File: config.mk
export PLATFORM = sky130hd
export DESIGN_NAME = oc_top
export DESIGN_NICKNAME = d
export VERILOG_FILES = /design/src/hw/oc_pkg.sv /design/src/hw/oc_top.sv /design/src/hw/oc_ex_dispatch.sv /design/src/hw/oc_collector_unit.sv /design/src/hw/oc_bank_arbiter.sv /design/src/hw/oc_issue_alloc.sv
export VERILOG_INCLUDE_DIRS = /design/src /design/src/hw
export SDC_FILE = /design/constraint.sdc
export NUM_CORES = 2
export LEC_CHECK = 0
export ABC_AREA = 1
export BUFFER_PORTS_ARGS = -buffer_cell sky130_fd_sc_hd__buf_2
export CELL_PAD_IN_SITES_DETAIL_PLACEMENT = 1
export CELL_PAD_IN_SITES_GLOBAL_PLACEMENT = 1
export CORE_ASPECT_RATIO = 1.2
export CORE_UTILIZATION = 41
export DETAILED_ROUTE_END_ITERATION = 6
export HOLD_SLACK_MARGIN = 0.05
export PLACE_DENSITY_LB_ADDON = 0.1
export SLEW_MARGIN = 20
export SYNTH_ARGS = -nofsm -noshare
export SYNTH_HDL_FRONTEND = slang
export SYNTH_HIERARCHICAL = 1
export SYNTH_SLANG_ARGS = --single-unit
export TNS_END_PERCENT = 1
File: constraint.sdc
create_clock -name clk -period 11.3 [get_ports clk]
set_input_delay 2.825 -clock clk [delete_from_list [all_inputs] [get_ports clk]]
set_output_delay 2.825 -clock clk [all_outputs]
set_load 0.1 [all_outputs]
File: src/hw/oc_macros.svh
`ifndef OC_MACROS_SVH
`define OC_MACROS_SVH

// operand width in bits
`define OC_DATA_W 64

// register file banking
`define OC_NUM_BANKS 4
`define OC_BANK_ROWS 8

// architectural registers, spread over the banks by the low address bits
`define OC_NUM_REGS 32

// collector units acting as the operand buffer
`define OC_NUM_CU 2

`endif
File: src/hw/oc_pkg.sv
`default_nettype none

`include "oc_macros.svh"

package oc_pkg;

	typedef logic [$clog2(`OC_NUM_REGS)-1:0] reg_addr_t; // row in upper bits, bank in low bits
	typedef logic [$clog2(`OC_NUM_BANKS)-1:0] bank_id_t;
	typedef logic [$clog2(`OC_BANK_ROWS)-1:0] bank_row_t;
	typedef logic [`OC_DATA_W-1:0] oc_data_t;
	typedef logic [$clog2(`OC_NUM_CU):0] ocid_t; // collector number, then slot

	typedef struct packed {
		logic [31:0] instr; // doubles as the tag
		logic [2:0] warp_id;
		logic [3:0] alu_op;
		logic [15:0] imm;
		logic imm_valid;
		logic reg_write;
		logic [4:0] dst;
	} instr_pyld_t;

	typedef struct packed {
		instr_pyld_t pyld;
		logic [1:0] src_valid;
		reg_addr_t [1:0] src_reg;
		logic [1:0] spe_slot; // slot takes spe_value instead of a register
		oc_data_t spe_value;
	} issue_req_t;

	typedef struct packed {
		logic vld;
		ocid_t ocid;
		oc_data_t data;
	} bank_rd_t;

	typedef struct packed {
		logic pending;
		reg_addr_t addr;
	} slot_req_t;

	typedef struct packed {
		instr_pyld_t pyld;
		oc_data_t op0;
		oc_data_t op1;
	} dispatch_t;

	typedef struct packed {
		logic en;
		reg_addr_t addr;
		oc_data_t data;
	} rf_wr_t;

	function automatic bank_id_t bank_of(input reg_addr_t r);
		return r[$bits(bank_id_t)-1:0];
	endfunction

	function automatic bank_row_t row_of(input reg_addr_t r);
		return r[$bits(reg_addr_t)-1 -: $bits(bank_row_t)];
	endfunction

endpackage

`default_nettype wire

File: src/hw/oc_top.sv
`timescale 1ns/1ps
`default_nettype none

`include "oc_macros.svh"

module oc_top
	import oc_pkg::*;
(
	input wire clk,
	input wire rst,
	input wire issue_req,
	input issue_req_t issue_in,
	output logic issue_ack,
	input rf_wr_t rf_wr,
	output logic ex_req,
	output dispatch_t ex_out,
	input wire ex_ack
);

	logic [`OC_NUM_CU-1:0] cu_busy;
	logic [`OC_NUM_CU-1:0] cu_rdy;
	logic [`OC_NUM_CU-1:0] cu_re;
	logic [`OC_NUM_CU-1:0][1:0] cu_we;
	issue_req_t cu_load; // shared load bus to all collectors
	slot_req_t slot_req [`OC_NUM_CU][2];
	bank_rd_t bank_rd [`OC_NUM_BANKS];
	logic [`OC_NUM_BANKS-1:0] same_oc;
	dispatch_t cu_out [`OC_NUM_CU];

	oc_issue_alloc issue_alloc_i (
		.clk(clk),
		.rst(rst),
		.issue_req(issue_req),
		.issue_in(issue_in),
		.issue_ack(issue_ack),
		.cu_busy(cu_busy),
		.cu_we(cu_we),
		.cu_load(cu_load)
	);

	oc_bank_arbiter bank_arbiter_i (
		.clk(clk),
		.rst(rst),
		.slot_req(slot_req),
		.rf_wr(rf_wr),
		.bank_rd(bank_rd),
		.same_oc(same_oc)
	);

	for (genvar i = 0; i < `OC_NUM_CU; i++)
	begin : g_cu
		oc_collector_unit #(
			.cu_id(i)
		) collector_i (
			.clk(clk),
			.rst(rst),
			.we(cu_we[i]),
			.re(cu_re[i]),
			.load(cu_load),
			.bank_rd(bank_rd),
			.same_oc(same_oc),
			.slot_req(slot_req[i]),
			.busy(cu_busy[i]),
			.rdy(cu_rdy[i]),
			.cu_out(cu_out[i])
		);
	end

	oc_ex_dispatch ex_dispatch_i (
		.clk(clk),
		.rst(rst),
		.cu_rdy(cu_rdy),
		.cu_out(cu_out),
		.cu_re(cu_re),
		.ex_req(ex_req),
		.ex_out(ex_out),
		.ex_ack(ex_ack)
	);

endmodule

`default_nettype wire

File: src/hw/oc_ex_dispatch.sv
`timescale 1ns/1ps
`default_nettype none

`include "oc_macros.svh"

module oc_ex_dispatch
	import oc_pkg::*;
(
	input wire clk,
	input wire rst,
	input wire [`OC_NUM_CU-1:0] cu_rdy,
	input dispatch_t cu_out [`OC_NUM_CU],
	output logic [`OC_NUM_CU-1:0] cu_re,
	output logic ex_req,
	output dispatch_t ex_out,
	input wire ex_ack
);

	typedef enum logic [1:0] {
		EX_IDLE,
		EX_REQ,
		EX_ACK_LOW
	} ex_st_t;

	ex_st_t state;
	logic rdy_any;
	logic [$clog2(`OC_NUM_CU)-1:0] rdy_idx;
	logic take;

	// fixed priority, collector 0 first
	always_comb
	begin
		rdy_any = 1'b0;
		rdy_idx = '0;
		for (int i = `OC_NUM_CU - 1; i >= 0; i--)
		begin
			if (cu_rdy[i])
			begin
				rdy_any = 1'b1;
				rdy_idx = i[$clog2(`OC_NUM_CU)-1:0];
			end
		end
	end

	assign take = (state == EX_IDLE) && rdy_any && !ex_ack;

	always_ff @(posedge clk)
	begin
		if (!rst)
		begin
			state <= EX_IDLE;
			ex_req <= 1'b0;
			cu_re <= '0;
		end
		else
		begin
			cu_re <= '0; // single-cycle release pulse
			case (state)
				EX_IDLE:
					if (take)
					begin
						cu_re[rdy_idx] <= 1'b1;
						ex_req <= 1'b1;
						state <= EX_REQ;
					end
				EX_REQ:
					if (ex_ack)
					begin
						ex_req <= 1'b0;
						state <= EX_ACK_LOW;
					end
				EX_ACK_LOW:
					if (!ex_ack)
						state <= EX_IDLE;
				default:
					state <= EX_IDLE;
			endcase
		end
	end

	// bundle held here while the collector is recycled
	always_ff @(posedge clk)
	begin
		if (take)
			ex_out <= cu_out[rdy_idx];
	end

endmodule

`default_nettype wire

File: src/hw/oc_collector_unit.sv
`timescale 1ns/1ps
`default_nettype none

`include "oc_macros.svh"

module oc_collector_unit
	import oc_pkg::*;
#(
	parameter int cu_id = 0
)
(
	input wire clk,
	input wire rst,
	input wire [1:0] we,
	input wire re,
	input issue_req_t load,
	input bank_rd_t bank_rd [`OC_NUM_BANKS],
	input wire [`OC_NUM_BANKS-1:0] same_oc,
	output slot_req_t slot_req [2],
	output logic busy,
	output logic rdy,
	output dispatch_t cu_out
);

	localparam ocid_t base_id = ocid_t'(2 * cu_id); // slot 0 ocid, slot 1 is base + 1

	instr_pyld_t pyld;
	oc_data_t op [2];
	reg_addr_t src [2];
	logic [1:0] pending;
	logic [1:0] hit;
	oc_data_t hit_data [2];
	logic [1:0] use_reg; // slot sourced from the register file

	always_comb
	begin
		for (int s = 0; s < 2; s++)
			use_reg[s] = we[s] && load.src_valid[s] && !load.spe_slot[s];
	end

	// match the bank broadcast against each slot
	always_comb
	begin
		for (int s = 0; s < 2; s++)
		begin
			hit[s] = 1'b0;
			hit_data[s] = '0;
			for (int b = 0; b < `OC_NUM_BANKS; b++)
			begin
				if (bank_rd[b].vld && bank_of(src[s]) == bank_id_t'(b)
					&& (bank_rd[b].ocid == (base_id | ocid_t'(s))
					|| (s == 1 && same_oc[b] && bank_rd[b].ocid == base_id)))
				begin
					hit[s] = 1'b1;
					hit_data[s] = bank_rd[b].data;
				end
			end
		end
	end

	always_ff @(posedge clk)
	begin
		if (!rst)
		begin
			busy <= 1'b0;
			pending <= 2'b00;
		end
		else if (we != 2'b00)
		begin
			busy <= 1'b1;
			pending <= use_reg;
		end
		else if (re)
		begin
			busy <= 1'b0;
			pending <= 2'b00;
		end
		else
			pending <= pending & ~hit; // drops in the capture cycle
	end

	always_ff @(posedge clk)
	begin
		if (we != 2'b00)
		begin
			pyld <= load.pyld;
			for (int s = 0; s < 2; s++)
			begin
				src[s] <= load.src_reg[s];
				if (we[s] && load.src_valid[s] && load.spe_slot[s])
					op[s] <= load.spe_value;
				else
					op[s] <= '0; // invalid source reads as zero
			end
		end
		else
		begin
			for (int s = 0; s < 2; s++)
			begin
				if (pending[s] && hit[s])
					op[s] <= hit_data[s];
			end
		end
	end

	always_comb
	begin
		for (int s = 0; s < 2; s++)
		begin
			slot_req[s].pending = pending[s];
			slot_req[s].addr = src[s];
		end
	end

	assign rdy = busy && (pending == 2'b00);

	assign cu_out.pyld = pyld;
	assign cu_out.op0 = op[0];
	assign cu_out.op1 = op[1];

endmodule

`default_nettype wire

File: src/hw/oc_bank_arbiter.sv
`timescale 1ns/1ps
`default_nettype none

`include "oc_macros.svh"

module oc_bank_arbiter
	import oc_pkg::*;
(
	input wire clk,
	input wire rst,
	input slot_req_t slot_req [`OC_NUM_CU][2],
	input rf_wr_t rf_wr,
	output bank_rd_t bank_rd [`OC_NUM_BANKS],
	output logic [`OC_NUM_BANKS-1:0] same_oc
);

	localparam int num_req = `OC_NUM_CU * 2;

	oc_data_t mem [`OC_NUM_BANKS][`OC_BANK_ROWS];

	logic [num_req-1:0] req;
	logic [num_req-1:0] inflight; // granted last cycle, data on the bus now
	logic [num_req-1:0] inflight_nxt;
	logic [`OC_NUM_BANKS-1:0] gnt_vld;
	logic [`OC_NUM_BANKS-1:0] gnt_same;
	ocid_t gnt_id [`OC_NUM_BANKS];
	reg_addr_t gnt_addr [`OC_NUM_BANKS];

	always_comb
	begin
		for (int i = 0; i < num_req; i++)
			req[i] = slot_req[i / 2][i % 2].pending && !inflight[i];

		inflight_nxt = '0;
		for (int b = 0; b < `OC_NUM_BANKS; b++)
		begin
			gnt_vld[b] = 1'b0;
			gnt_same[b] = 1'b0;
			gnt_id[b] = '0;
			gnt_addr[b] = '0;
			// walk downwards so the lowest ocid is assigned last
			for (int i = num_req - 1; i >= 0; i--)
			begin
				if (req[i] && bank_of(slot_req[i / 2][i % 2].addr) == bank_id_t'(b))
				begin
					gnt_vld[b] = 1'b1;
					gnt_id[b] = ocid_t'(i);
					gnt_addr[b] = slot_req[i / 2][i % 2].addr;
					// slot 0 winner may carry slot 1 of the same collector along
					gnt_same[b] = (i % 2 == 0) && req[i | 1]
						&& slot_req[i / 2][1].addr == slot_req[i / 2][0].addr;
				end
			end
			if (gnt_vld[b])
			begin
				inflight_nxt[gnt_id[b]] = 1'b1;
				if (gnt_same[b])
					inflight_nxt[gnt_id[b] + 1'b1] = 1'b1;
			end
		end
	end

	// write lands at the edge, so a same-cycle read sees the old row
	always_ff @(posedge clk)
	begin
		if (rf_wr.en)
			mem[bank_of(rf_wr.addr)][row_of(rf_wr.addr)] <= rf_wr.data;
	end

	always_ff @(posedge clk)
	begin
		if (!rst)
		begin
			inflight <= '0;
			same_oc <= '0;
			for (int b = 0; b < `OC_NUM_BANKS; b++)
				bank_rd[b].vld <= 1'b0;
		end
		else
		begin
			inflight <= inflight_nxt;
			same_oc <= gnt_same;
			for (int b = 0; b < `OC_NUM_BANKS; b++)
				bank_rd[b].vld <= gnt_vld[b];
		end
		for (int b = 0; b < `OC_NUM_BANKS; b++)
		begin
			bank_rd[b].ocid <= gnt_id[b];
			bank_rd[b].data <= mem[b][row_of(gnt_addr[b])];
		end
	end

endmodule

`default_nettype wire

File: src/hw/oc_issue_alloc.sv
`timescale 1ns/1ps
`default_nettype none

`include "oc_macros.svh"

module oc_issue_alloc
	import oc_pkg::*;
(
	input wire clk,
	input wire rst,
	input wire issue_req,
	input issue_req_t issue_in,
	output logic issue_ack,
	input wire [`OC_NUM_CU-1:0] cu_busy,
	output logic [`OC_NUM_CU-1:0][1:0] cu_we,
	output issue_req_t cu_load
);

	typedef enum logic [1:0] {
		ST_IDLE,
		ST_LOAD,
		ST_ACK,
		ST_WAIT_LOW
	} st_t;

	st_t state;
	logic free_any;
	logic [$clog2(`OC_NUM_CU)-1:0] free_idx;
	logic [$clog2(`OC_NUM_CU)-1:0] sel; // collector being loaded
	logic [1:0] mask;
	logic take;

	// lowest-numbered idle collector wins
	always_comb
	begin
		free_any = 1'b0;
		free_idx = '0;
		for (int i = `OC_NUM_CU - 1; i >= 0; i--)
		begin
			if (!cu_busy[i])
			begin
				free_any = 1'b1;
				free_idx = i[$clog2(`OC_NUM_CU)-1:0];
			end
		end
	end

	assign take = (state == ST_IDLE) && issue_req && free_any;

	always_ff @(posedge clk)
	begin
		if (!rst)
			state <= ST_IDLE;
		else
		begin
			case (state)
				ST_IDLE:
					if (take)
						state <= ST_LOAD;
				ST_LOAD:
					state <= ST_ACK; // we pulse lasts exactly this cycle
				ST_ACK:
					if (!issue_req)
						state <= ST_WAIT_LOW;
				ST_WAIT_LOW:
					state <= ST_IDLE; // ack already low, one turnaround cycle
				default:
					state <= ST_IDLE;
			endcase
		end
	end

	// request captured once, at acceptance
	always_ff @(posedge clk)
	begin
		if (take)
		begin
			cu_load <= issue_in;
			sel <= free_idx;
			mask <= (issue_in.src_valid == 2'b00) ? 2'b11 : issue_in.src_valid;
		end
	end

	always_comb
	begin
		for (int i = 0; i < `OC_NUM_CU; i++)
			cu_we[i] = (state == ST_LOAD && sel == i) ? mask : 2'b00;
	end

	assign issue_ack = (state == ST_ACK);

endmodule

`default_nettype wire

==> summary.md <==
| Metric | Value |
|---|---|
| Status | completed |
| Post-Synth Simple-Gate Area | roughly a quarter |
| # port buffers | 405 |
| Final setup vio count | 0 |
| Post-Route Setup TNS | 0 ns |
| DR WL/cell | ~26 microns |
| Final Cycle Share | a little over two fifths |
| Post-cts resize count | 0 |
| Die area | around 330,000 sq um |
| Initial Utilization | 41.2% |
| FP Rows | ~230 |
| First-pass GRT wire length | roughly 670 mm |
| Synth Flop Type | edfxtp_1 |
| Drt drc | 0 |
| Worst-Skew Late Latency | 0.96 ns |
| Filler cell count | 35,476 |
| Grt total ovfl | 0 |
| Final GP Congestion | 0.861 |
| Top flop regs | bank_arbiter_i/mem: 2048 flops, bank_arbiter_i/bank_rd: 268 flops, g_cu.collector_i/op: 256 flops |
| Min Tclk post-route | roughly 4.9 ns |
| Layout net count | 13,391 |
| Post-synthesis mux area share | 0% |
| Via-to-Cell Ratio | 5.55 |
| Critical Path RT | around 12 ns |
| Layout cell share with drive strength beyond 1 | between 8 and 9% |
| Vias after detailed routing | roughly 100,000 |
| Kind of critical path | reg -> reg |
| Non-Filler Instances | between 15,000 and 20,000 |
| Root buffer cell | clkbuf_16 |
| Worst path slowest cell | buf_4 |
| Max VDD drop | 0.000144 V |
| Endpoint type of the worst setup path | register |
| RSZ-0062 raised after global routing | no |
| First DRT Iteration DRCs | approximately 9,400 |
| Area growth syn-to-layout | 11.8% |
| Met1 global-route usage | around two fifths |
| Routing usage on met3 | under 10% |
| Main combinational cell family by area after synthesis | simple AND/OR/NAND/NOR gates |
| Hold buffer count at CTS | 0 |
| Worst path cell trace | nor2_1, nand2_2, clkinv_1, nand2_1, nand3_1, nand2_4, buf_4, buf_4, buf_4, nand3b_1, nand3_1, nand2_1, nand2_1, nand2_1 |
| P per Cell Area | 197 nW/um^2 |
| Xor and xnor area share after synthesis | less than 1% |
| GRT Total Usage | 27.4% |
| Synth Area in Compound Gates | less than 1% |
| Initial antenna violation count | 31 |
| Reg clk slew, reported paths | around 0.060 ns |
| Area of the multi-input gates | 36,600 sq um |
| Die Wd | 523 microns |
| Seq pwr share | 48.3% |
| Final Max Slew Viols | 0 |
| Mapped Cells | about 13,000 |
| H-Tree Depth | 5 |
| Drt total wl | roughly 460 mm |
| CP Data Arrival Time | 5.66 ns |
| FF+latch count, synth | a little over 3,000 |
| Top Ports | 406 |
| Met2 Use GR | roughly 43% |
| Largest net degree at the start of global routing | 191 |
| Library cells used by synthesis | 40 |
| Combinational share of power | between 10 and 15% |
| Vias in the first global route | between 100k and 150k |
| Power share of the clock group | 37.1% |
| FF/Latch Area | 89,300 sq um |
| Clock tree buffer depth | 4 |
| Max-cap viol count | 0 |
| Largest register FFs | approximately 2,000 |
| Fmax | just over 200 MHz |
| Leak | about 60 nW |
| Fin. Hold Viols | 0 |
| Number of placed instances, taps included | around 17,000 |
| Internal power consumption | 20.7 mW |
| EDFF count, synth | 2,781 |
| Slew @ Worst Pin | roughly 1.2 ns |
| Sink Count | 3,070 |
| Max-slew headroom | 19.3% |
| Postcts setup bufs | 0 |
| Synth Warn # | 6 |
| Crit path max fanout | 82 |
| Seq/Total Area, Yosys | 66.9% |
| Core area | 324,000 sq um |
| Sw frac | approximately 30% |
| Die height | 627 microns |
| CTS tree | yes |
| Min-Delay Path Class | reg -> reg |
| Mapped Avg Cell Area | ~10 sq um |
| HPWL after detailed placement | approximately 280 mm |
| Iteration count of the initial detailed-routing pass | 6 |
| Adder-cell share of the synthesized area | 0.0750% |
| Synthesized Nets | approximately 13,000 |
| Worst path max stage delay | slightly below 0.9 ns |
| Final Skew | 0.0551 ns |
| Routed Antenna Nets | 0 |
| Async set or reset register ratio after synthesis | 0% |
| Gr busiest metal | met2 |
| Crit-path most repeated cell | nand2_1 |
| Reg with most FFs | bank_arbiter_i/mem |
| Netlist Area Pre-Place | about 130,000 sq um |
| Cts bufs inserted | 327 |
| P_sw | 8.76 mW |
| Worst setup SP type | register |
## stage by stage
stage	instance area (sq um)	util, %	setup WS (ns)	hold WS (ns)	total power, mW
3_3_place_gp	138000	42.7	5.70	0.422	18.6
2_1_floorplan	133000	-	3.07	0.421	17.1
4_1_cts	149000	46.0	6.38	0.428	29.7
3_5_place_dp	138000	42.7	5.67	0.430	18.7
5_1_grt	149000	46.0	6.10	0.455	30.5
6_report	149000	46.1	6.45	0.443	29.4
## power by group through the flow
stage / combinational, mW / sequential [mW] / clock (mW)
2_1_floorplan: 1.98 / 15.1 / 0
5_1_grt: 4.65 / 14.3 / 11.5
3_3_place_gp: 4.21 / 14.4 / 0
3_5_place_dp: 4.31 / 14.4 / 0
6_report: 4.29 / 14.2 / 10.9
4_1_cts: 4.33 / 14.2 / 11.1
## layer usage
metal / vias up / part of all wire (%)
met4: 16 / 2.6
li1: 44247 / -
met1: 49498 / 45
met5: - / 0.020
met3: 965 / 7.3
met2: 3617 / 45
## final cells by class
| class | count | share of cell area, % |
|---|---|---|
| Antenna cell | 11 | 0.0184 |
| Clock buffer | 459 | 6.18 |
| Clock inverter | 149 | 1.03 |
| Inverter | 1021 | 2.59 |
| Multi-Input combinational cell | 8181 | 24.5 |
| Sequential cell | 3070 | 59.8 |
| Tap cell | 4273 | 3.58 |
| Timing Repair Buffer | 568 | 2.25 |
## kinds of logic after synthesis
family / after synthesis
simple gates: 8123
compound gates: 49
xor+xnor: 1
fa+ha+maj: 8
buf+inv: 1878
flops: 3070
## worst max-delay path: cells and delay by family (launching register included)
kind	cells	cell delay [ns]
buffers and inverters	4	2.52
AND/OR/NAND/NOR	10	1.36
flip-flops	1	0.65
## final timing paths
path,startpoint,end,slack (ns),cells past startpoint
setup / recovery,g_cu[1].collector_i/src[0][1],bank_arbiter_i/bank_rd[231],6.45,14
hold / removal,issue_alloc_i/cu_load[70],g_cu[0].collector_i/src[0][4],0.44,0
hold reg to reg,issue_alloc_i/cu_load[70],g_cu[0].collector_i/src[0][4],0.44,0
setup reg to reg,g_cu[1].collector_i/src[0][1],bank_arbiter_i/bank_rd[231],6.45,14
## cell usage after synthesis, types with 5 or more instances
| cell | n | area share [%] |
|---|---|---|
| buf_1 | 64 | 0.18 |
| inv_1 | 996 | 2.8 |
| nor2_2 | 9 | 0.042 |
| a21oi_1 | 13 | 0.049 |
| ha_1 | 8 | 0.075 |
| buf_4 | 95 | 0.53 |
| nand3b_1 | 263 | 1.5 |
| dfxtp_1 | 289 | 4.3 |
| edfxtp_1 | 2781 | 63 |
| nor2_1 | 382 | 1.1 |
| nand2_2 | 15 | 0.070 |
| nor2_4 | 7 | 0.059 |
| buf_6 | 41 | 0.35 |
| o21ai_0 | 14 | 0.052 |
| buf_2 | 454 | 1.7 |
| nand2_1 | 4817 | 14 |
| nand3_1 | 2163 | 8.1 |
| nand4_1 | 453 | 2.1 |
| o21ai_1 | 8 | 0.030 |
| clkbuf_1 | 203 | 0.57 |
| inv_2 | 23 | 0.065 |
| nor3_1 | 5 | 0.019 |
## layout by cell type (no fill, tap or decap), types with 25 or more instances in the layout
cell,instances
nand2_1,4805
edfxtp_1,2781
nor2_1,331
clkinv_1,37
clkbuf_16,335
nor2_4,65
nand4_1,453
clkbuf_1,86
buf_2,405
clkinv_2,62
dfxtp_1,288
nand3_1,2163
nand3b_1,263
buf_4,153
inv_1,989
clkbuf_8,38
bufinv_16,25
Power figures use the tool's default switching activity.
